**src/design/exec_pkg.sv**
```systemverilog
// execute subsystem shared types
// opcodes, alu encodings and result structs

package exec_pkg;

  localparam int XLEN_DEFAULT = 32;

  // major opcodes, instr[6:0]
  typedef enum logic [6:0] {
    opc_op     = 7'b0110011,
    opc_op_imm = 7'b0010011,
    opc_store  = 7'b0100011,
    opc_branch = 7'b1100011
  } opcode_e;

  // alu-op class from the main decoder
  typedef enum logic [1:0] {
    alu_op_add  = 2'b00, // address arithmetic
    alu_op_sub  = 2'b01, // branch compare
    alu_op_func = 2'b10  // funct bits decide
  } alu_op_e;

  typedef enum logic [3:0] {
    alu_and  = 4'b0000,
    alu_or   = 4'b0001,
    alu_xor  = 4'b0010,
    alu_add  = 4'b0011,
    alu_sub  = 4'b0100,
    alu_slt  = 4'b0101,
    alu_sltu = 4'b0110,
    alu_sll  = 4'b0111,
    alu_srl  = 4'b1000,
    alu_sra  = 4'b1001,
    alu_nor  = 4'b1010  // kept for encoding, no instruction uses it
  } alu_ctrl_e;

  typedef enum logic [2:0] {
    f3_add_sub = 3'b000,
    f3_sll     = 3'b001,
    f3_slt     = 3'b010,
    f3_sltu    = 3'b011,
    f3_xor     = 3'b100,
    f3_srl_sra = 3'b101,
    f3_or      = 3'b110,
    f3_and     = 3'b111
  } funct3_e;

  // branch funct3 shares values with the alu table
  localparam funct3_e f3_beq = f3_add_sub;
  localparam funct3_e f3_bne = f3_sll;
  localparam logic [2:0] f3_sw = 3'b010;

  typedef struct packed {
    logic        valid;
    logic [4:0]  rs1;
    logic [4:0]  rs2;
    logic [4:0]  rd;
    logic [31:0] imm;
    logic        use_imm;
    logic        reg_write;
    logic        is_store;
    logic        is_branch;
    alu_op_e     alu_op;
    logic [3:0]  func;     // {instr[30], funct3}
  } decoded_t;

  typedef struct packed {
    logic        valid;
    logic [4:0]  rd;
    logic [31:0] data;
  } wb_t;

  typedef struct packed {
    logic        we;
    logic [31:0] addr;
    logic [31:0] wdata;
  } store_t;

  typedef struct packed {
    logic valid;
    logic taken;
  } branch_t;

endpackage
```
**src/design/exec_core.sv**
```systemverilog
// integer execute subsystem top
`timescale 1ns/100ps

module exec_core
  import exec_pkg::*;
#(
  parameter int xlen = XLEN_DEFAULT
) (
  input  logic        clk,
  input  logic        rst,
  input  logic [31:0] instr,
  input  logic        instr_valid,
  output wb_t         wb,
  output store_t      st,
  output branch_t     br
);

  decoded_t        dec;
  logic [xlen-1:0] rs1_data;
  logic [xlen-1:0] rs2_data;

  main_decode #(
    .xlen (xlen)
  ) u_main_decode (
    .instr       (instr),
    .instr_valid (instr_valid),
    .dec         (dec)
  );

  reg_file #(
    .xlen (xlen)
  ) u_reg_file (
    .clk      (clk),
    .rst      (rst),
    .rs1      (dec.rs1),
    .rs2      (dec.rs2),
    .rs1_data (rs1_data),
    .rs2_data (rs2_data),
    .wb       (wb)        // write port fed from ex/wb
  );

  exec_stage #(
    .xlen (xlen)
  ) u_exec_stage (
    .clk      (clk),
    .rst      (rst),
    .dec      (dec),
    .rs1_data (rs1_data),
    .rs2_data (rs2_data),
    .wb       (wb),
    .st       (st),
    .br       (br)
  );

endmodule

```
**src/design/exec_stage.sv**
```systemverilog
// execute stage with id/ex and ex/wb registers
`timescale 1ns/100ps

module exec_stage
  import exec_pkg::*;
#(
  parameter int xlen = 32
) (
  input  logic            clk,
  input  logic            rst,
  input  decoded_t        dec,
  input  logic [xlen-1:0] rs1_data,
  input  logic [xlen-1:0] rs2_data,
  output wb_t             wb,
  output store_t          st,
  output branch_t         br
);

  decoded_t        ex_q;
  logic [xlen-1:0] rs1_q;
  logic [xlen-1:0] rs2_q;

  logic [xlen-1:0] op_a;
  logic [xlen-1:0] fwd_b;
  logic [xlen-1:0] op_b;
  logic [xlen-1:0] alu_result;
  logic            alu_zero;
  alu_ctrl_e       ctl;
  logic            fwd_a_hit;
  logic            fwd_b_hit;

  wb_t             wb_q;
  store_t          st_q;
  branch_t         br_q;

  // id/ex register
  always_ff @(posedge clk) begin
    if (rst) begin
      ex_q.valid     <= 1'b0;
      ex_q.reg_write <= 1'b0;
      ex_q.is_store  <= 1'b0;
      ex_q.is_branch <= 1'b0;
    end else begin
      ex_q  <= dec;
      rs1_q <= rs1_data;
      rs2_q <= rs2_data;
    end
  end

  // forward from the instruction just ahead, never for x0
  assign fwd_a_hit = wb_q.valid && ex_q.rs1 != 5'd0 && wb_q.rd == ex_q.rs1;
  assign fwd_b_hit = wb_q.valid && ex_q.rs2 != 5'd0 && wb_q.rd == ex_q.rs2;

  assign op_a  = fwd_a_hit ? wb_q.data : rs1_q;
  assign fwd_b = fwd_b_hit ? wb_q.data : rs2_q;
  assign op_b  = ex_q.use_imm ? ex_q.imm : fwd_b;

  alu_ctrl u_alu_ctrl (
    .alu_op (ex_q.alu_op),
    .func   (ex_q.func),
    .ctl    (ctl)
  );

  alu #(
    .xlen (xlen)
  ) u_alu (
    .a      (op_a),
    .b      (op_b),
    .ctl    (ctl),
    .result (alu_result),
    .zero   (alu_zero)
  );

  // ex/wb register
  always_ff @(posedge clk) begin
    if (rst) begin
      wb_q.valid <= 1'b0;
      st_q.we    <= 1'b0;
      br_q.valid <= 1'b0;
    end else begin
      wb_q.valid <= ex_q.valid && ex_q.reg_write && ex_q.rd != 5'd0;
      wb_q.rd    <= ex_q.rd;
      wb_q.data  <= alu_result;
      st_q.we    <= ex_q.valid && ex_q.is_store;
      st_q.addr  <= alu_result;
      st_q.wdata <= fwd_b;
      br_q.valid <= ex_q.valid && ex_q.is_branch;
      br_q.taken <= (ex_q.func[2:0] == f3_bne) ? !alu_zero : alu_zero;
    end
  end

  assign wb = wb_q;
  assign st = st_q;
  assign br = br_q;

  a_one_result: assert property (@(posedge clk) disable iff (rst)
    $onehot0({wb_q.valid, st_q.we, br_q.valid}))
    else $error("exec_stage: more than one result valid");

endmodule

```
**src/design/reg_file.sv**
```systemverilog
// 32-entry register file
`timescale 1ns/100ps

module reg_file
  import exec_pkg::*;
#(
  parameter int xlen = 32
) (
  input  logic            clk,
  input  logic            rst,
  input  logic [4:0]      rs1,
  input  logic [4:0]      rs2,
  output logic [xlen-1:0] rs1_data,
  output logic [xlen-1:0] rs2_data,
  input  wb_t             wb
);

  logic [xlen-1:0] regs [1:31]; // x0 not stored

  always_ff @(posedge clk) begin
    if (rst) begin
      for (int i = 1; i < 32; i++)
        regs[i] <= '0;
    end else if (wb.valid && wb.rd != 5'd0) begin
      regs[wb.rd] <= wb.data;
    end
  end

  assign rs1_data = (rs1 == 5'd0) ? '0 :
                    (wb.valid && wb.rd == rs1) ? wb.data : regs[rs1]; // write-through
  assign rs2_data = (rs2 == 5'd0) ? '0 :
                    (wb.valid && wb.rd == rs2) ? wb.data : regs[rs2];

  // x0 stays zero even while a writeback targets it
  a_x0_zero: assert property (@(posedge clk) disable iff (rst)
    ((rs1 == 5'd0) |-> (rs1_data == '0)) and ((rs2 == 5'd0) |-> (rs2_data == '0)))
    else $error("reg_file: x0 read nonzero");

endmodule

```
**src/design/main_decode.sv**
```systemverilog
// main instruction decoder
`timescale 1ns/100ps

module main_decode
  import exec_pkg::*;
#(
  parameter int xlen = 32
) (
  input  logic [31:0] instr,
  input  logic        instr_valid,
  output decoded_t    dec
);

  logic [2:0]      funct3;
  logic [xlen-1:0] imm_i;
  logic [xlen-1:0] imm_s;
  logic [xlen-1:0] imm_b;

  assign funct3 = instr[14:12];

  assign imm_i = {{(xlen-12){instr[31]}}, instr[31:20]};
  assign imm_s = {{(xlen-12){instr[31]}}, instr[31:25], instr[11:7]};
  assign imm_b = {{(xlen-13){instr[31]}}, instr[31], instr[7], instr[30:25],
                  instr[11:8], 1'b0};

  always_comb begin
    dec           = '0;
    dec.rs1       = instr[19:15];
    dec.rs2       = instr[24:20];
    dec.rd        = instr[11:7];
    dec.alu_op    = alu_op_add;
    dec.func      = {instr[30], funct3};
    if (instr_valid) begin
      case (instr[6:0])
        opc_op: begin
          dec.valid     = 1'b1;
          dec.reg_write = 1'b1;
          dec.alu_op    = alu_op_func;
        end
        opc_op_imm: begin
          dec.valid     = 1'b1;
          dec.reg_write = 1'b1;
          dec.use_imm   = 1'b1;
          dec.imm       = imm_i;
          dec.alu_op    = alu_op_func;
          // bit 30 is only an opcode bit for srli/srai
          if (funct3 != f3_srl_sra)
            dec.func[3] = 1'b0;
        end
        opc_store: begin
          if (funct3 == f3_sw) begin // sw only
            dec.valid    = 1'b1;
            dec.is_store = 1'b1;
            dec.use_imm  = 1'b1;
            dec.imm      = imm_s;
          end
        end
        opc_branch: begin
          if (funct3 == f3_beq || funct3 == f3_bne) begin
            dec.valid     = 1'b1;
            dec.is_branch = 1'b1;
            dec.imm       = imm_b; // target math lives outside
            dec.alu_op    = alu_op_sub;
          end
        end
        default: ; // illegal, dropped
      endcase
    end
  end

  always_comb begin
    assert ($onehot0({dec.reg_write, dec.is_store, dec.is_branch}))
      else $error("main_decode: more than one result kind for %h", instr);
  end

endmodule

```
**src/design/alu_ctrl.sv**
```systemverilog
// alu control decode
`timescale 1ns/100ps

module alu_ctrl
  import exec_pkg::*;
(
  input  alu_op_e    alu_op,
  input  logic [3:0] func,
  output alu_ctrl_e  ctl
);

  always_comb begin
    case (alu_op)
      alu_op_add: ctl = alu_add;
      alu_op_sub: ctl = alu_sub;
      alu_op_func: begin
        case (func)
          {1'b0, f3_add_sub}: ctl = alu_add;
          {1'b1, f3_add_sub}: ctl = alu_sub;
          {1'b0, f3_and}:     ctl = alu_and;
          {1'b0, f3_or}:      ctl = alu_or;
          {1'b0, f3_xor}:     ctl = alu_xor;
          {1'b0, f3_sll}:     ctl = alu_sll;
          {1'b0, f3_slt}:     ctl = alu_slt;
          {1'b0, f3_sltu}:    ctl = alu_sltu;
          {1'b0, f3_srl_sra}: ctl = alu_srl;
          {1'b1, f3_srl_sra}: ctl = alu_sra;
          default:            ctl = alu_add;
        endcase
      end
      default: ctl = alu_add;
    endcase
  end

endmodule

```
**src/design/alu.sv**
```systemverilog
// integer alu
`timescale 1ns/100ps

module alu
  import exec_pkg::*;
#(
  parameter int xlen = 32
) (
  input  logic [xlen-1:0] a,
  input  logic [xlen-1:0] b,
  input  alu_ctrl_e       ctl,
  output logic [xlen-1:0] result,
  output logic            zero
);

  logic [4:0] shamt;
  logic       lt_s;
  logic       lt_u;

  assign shamt = b[4:0];
  assign lt_s  = $signed(a) < $signed(b);
  assign lt_u  = a < b;

  always_comb begin
    case (ctl)
      alu_and:  result = a & b;
      alu_or:   result = a | b;
      alu_xor:  result = a ^ b;
      alu_add:  result = a + b;
      alu_sub:  result = a - b;
      alu_slt:  result = {{(xlen-1){1'b0}}, lt_s};
      alu_sltu: result = {{(xlen-1){1'b0}}, lt_u};
      alu_sll:  result = a << shamt;
      alu_srl:  result = a >> shamt;
      alu_sra:  result = $signed(a) >>> shamt; // sign fill
      alu_nor:  result = ~(a | b);
      default:  result = '0;
    endcase
  end

  assign zero = (result == '0);

endmodule

```
**config.mk**
```make
export PLATFORM = sky130hd
export DESIGN_NAME = exec_core
export DESIGN_NICKNAME = d
export VERILOG_FILES = /design/src/design/exec_pkg.sv /design/src/design/exec_core.sv /design/src/design/exec_stage.sv /design/src/design/reg_file.sv /design/src/design/main_decode.sv /design/src/design/alu_ctrl.sv /design/src/design/alu.sv
export SDC_FILE = /design/constraint.sdc
export NUM_CORES = 2
export LEC_CHECK = 0
export BUFFER_PORTS_ARGS = -buffer_cell sky130_fd_sc_hd__buf_4
export CAP_MARGIN = 20
export CORE_MARGIN = 5
export CORE_UTILIZATION = 30
export CTS_BUF_LIST = sky130_fd_sc_hd__clkbuf_8
export DETAILED_ROUTE_END_ITERATION = 16
export SYNTH_ARGS = -nofsm -noshare
export SYNTH_HDL_FRONTEND = slang
export SYNTH_SLANG_ARGS = --single-unit
```
**constraint.sdc**
```tcl
create_clock -name clk -period 30 [get_ports clk]
set_clock_uncertainty 0.05 [all_clocks]
set_input_delay 1.5 -clock clk [delete_from_list [all_inputs] [get_ports clk]]
set_output_delay 1.5 -clock clk [all_outputs]
set_load 0.02 [all_outputs]
```
==> results.cfg <==
[synthesis]
yosysWarningCount = 0
syn_inst = 5184
yosysSeqAreaShare_pct = 50.8
synth_flop_cell = edfxtp_1
synth_top_area_share_pct = 50.5
synth_top_cell_by_area = edfxtp_1
netlist-cell-type-count = 89
syn_area_per_cell_sq_um = 13.7
yosys-top-cells-count = edfxtp_1, and2_1, mux4_2, clkbuf_1, nor2_1
synth-edff-count = 1193
synth-seq-cells = 1204
synthTopCellsByArea = edfxtp_1, mux4_2, and2_1
syn-cell-area_sq_um = 71000
ys_async_sr_fraction_pct = 0
synth_most_common_cell = edfxtp_1

[grt]
antenna_found_initial = 19
grt-ovfl-total = 0
grtUsageTotal_pct = 21.3
grt_pass1_wl_mm = 375
grt_pass1_vias = 48519
grt_max_degree = 122

[worst_setup_path]
r2r_start = u_exec_stage.wb[32]$_DFFE_PN_
r2r_slack_ps = 22090
r2r_end = u_exec_stage.br[0]$_DFFE_PN_
r2r_cells = 24
worst_ep_arrival_time_ps = 8540
cp-start-kind = flop
end_kind = flop
crit_required_ps = 30630
cp_max_fo = 48
critPathKind = reg2reg

[detailed_routing]
drcViolationCount = 0
routed_wl_mm = 268
firstDrtPassIters = 7
via_count = 48928
detail-route-antenna-nets = 0
avgRoutedWirePerCell_um = 31.4
routed_via_density = 5.74
initialDrtViolationCount = 6341

[clock_network]
cts.sinks = 1204
max-clock-path-buffers = 3
cts_tree = done
worst_skew_pair.late_latency_ps = 960
post_cts_resized = 0
cts_setup_buffers = 0
ctsHoldBuffers = 0
cts_buffers = 198
cts.clk_slew.worst_paths_ps = 60
cts_max_level = 4
cts_root_buffer = clkbuf_8

[timing]
fmax_ghz = 0.126
hold_violations = 0
tns_ps = 0
period_needed_ps = 7910
relSlewSlack_pct = 28.5
rsz0062_at_grt = no
drv_slew = 0
worst_pin_slew_ps = 1070
setup_viol = 0
period_share_pct = 26.4

[power]
pwr-share-comb_pct = 22.7
powerDensity_nw_per_um2 = 54.6
switching_power_mw = 1.43
p_int_mw = 2.93
power_frac_seq_pct = 45.7
switching_share_pct = 32.8
ir_drop_uv = 55.1
p_clk_share_pct = 31.5
p_leak_nw = 28.4

[cells_and_area]
area_growth_pct = 12.3
layoutNonFillerInstCount = 8518
drive_above_1_share_pct = 25.6
fin_util_pct = 33.8
nNetsFinal = 5339

[placed_design]
dp_cells = 8150
dpl.hpwl_mm = 169
globalplace.congestion = 0.986
io_buffers = 139

[min_path]
hp-start = u_exec_stage.ex_q[6]$_SDFF_PP0_
whs_path_depth = 1
hp-class = reg2reg
holdPathEnd = u_exec_stage.br[1]$_SDFF_PP0_

[floorplan]
dieArea_sq_um = 246000
die_y_um = 496
io_pins = 140
rows = 178
start_util_pct = 30.1
core_area_sq_um = 235000
die_x_um = 496

[run_status]
status = complete, no violations

[run]
maxCapViolCount = 0
power by group through the flow:
stage                     logic (mW)  registers [mW]  clock network (mW)
final                          0.990            1.99                1.37
after global routing            1.03            2.00                1.48
after CTS                      0.973            1.99                1.39
after detailed placement       0.970            2.02                   0
after global placement         0.969            2.02                   0
after floorplan                0.560            2.03                   0
per-stage QoR:
step	worst slack, ps	cell area, sq um	power [mW]	hold slack, ps
after global routing	21730	79700	4.51	413
after floorplan	17940	71100	2.59	356
after global placement	22230	76000	2.99	367
final	22090	79700	4.35	374
after CTS	22150	79600	4.35	379
after detailed placement	22160	76000	2.99	365
critical path, stage by stage (launching register included):
cell      delay [ps]
edfxtp_1         620
xnor2_1          350
nand3_1          330
o31a_1           420
nor3_4           180
buf_4            550
inv_2            120
ha_1             250
inv_1             80
fa_1             220
a21oi_1          110
o21ai_0          310
a21oi_1          250
o311ai_0         810
nand2_1          220
o31a_1           330
mux2i_1          130
a2111o_1         390
or4_4            540
o21bai_1         170
nor4_1           330
and4b_1          320
and4_1           260
nand3_1          100
xnor2_1          140
kinds of logic after synthesis:
logic type	share of synthesized area, %
other	0.00528
flip-flops	50.8
buffers and inverters	3.66
AO/OA/AOI/OAI	6.53
multiplexers	23.9
AND/OR/NAND/NOR	12.9
XOR/XNOR	0.395
adder cells (fa/ha/maj)	1.82
how the worst max path moves through the flow:
stage                                        startpoint                                  end  cells past startpoint
after floorplan                                     rst  u_reg_file.regs[1][0]$_SDFFCE_PN0P_                      4
after global placement    u_exec_stage.wb[32]$_DFFE_PN_         u_exec_stage.br[0]$_DFFE_PN_                     24
after detailed placement  u_exec_stage.wb[32]$_DFFE_PN_         u_exec_stage.br[0]$_DFFE_PN_                     24
after CTS                 u_exec_stage.wb[32]$_DFFE_PN_         u_exec_stage.br[0]$_DFFE_PN_                     24
after global routing      u_exec_stage.wb[32]$_DFFE_PN_         u_exec_stage.br[0]$_DFFE_PN_                     24
final                     u_exec_stage.wb[32]$_DFFE_PN_         u_exec_stage.br[0]$_DFFE_PN_                     24
layout by cell type (no fill, tap or decap), drive strengths merged, types with 28 or more instances in the layout:
master and instances:
a211oi 85, ha 100, o21a 28, mux4 640
mux2i 167, nor2 300, nand2 116, conb 32
and2 977, buf 325, nand3 51, nor3 83
edfxtp 1193, clkinv 74, o21ai 146, o22ai 29
a221oi 35, clkbuf 199, mux2 77, a21oi 107
inv 181, o211ai 30
layer usage:
metal | share of wire, % | GRT usage [%] | vias to the layer above
met2 | 48 | 35.0 | 2883
met3 | 9.9 | 5.10 | 608
met5 | 0.010 | 0 | -
met4 | 4.0 | 7.79 | 4
li1 | - | - | 20008
met1 | 38 | 27.4 | 25425
registers in the layout (all words and copies together), names as in the netlist, named ones only:
signal and flops:
u_exec_stage.st 33, u_exec_stage.wb 38, u_exec_stage.ex_q 39, u_exec_stage.rs2_q 32
u_reg_file.regs 1024, u_exec_stage.br 2, u_exec_stage.rs1_q 32
cell type report:
| class | count | area, sq um |
|---|---|---|
| Fill cell | 22745 | 156000 |
| Tap cell | 3150 | 3940 |
| Clock buffer | 199 | 2740 |
| Clock inverter | 153 | 847 |
| Antenna cell | 14 | 35.0 |
| Sequential cell | 1204 | 36000 |
| Multi-Input combinational cell | 3364 | 33100 |
| Inverter | 109 | 417 |
| Timing Repair Buffer | 325 | 2580 |
(Power assumes the default switching activity.)
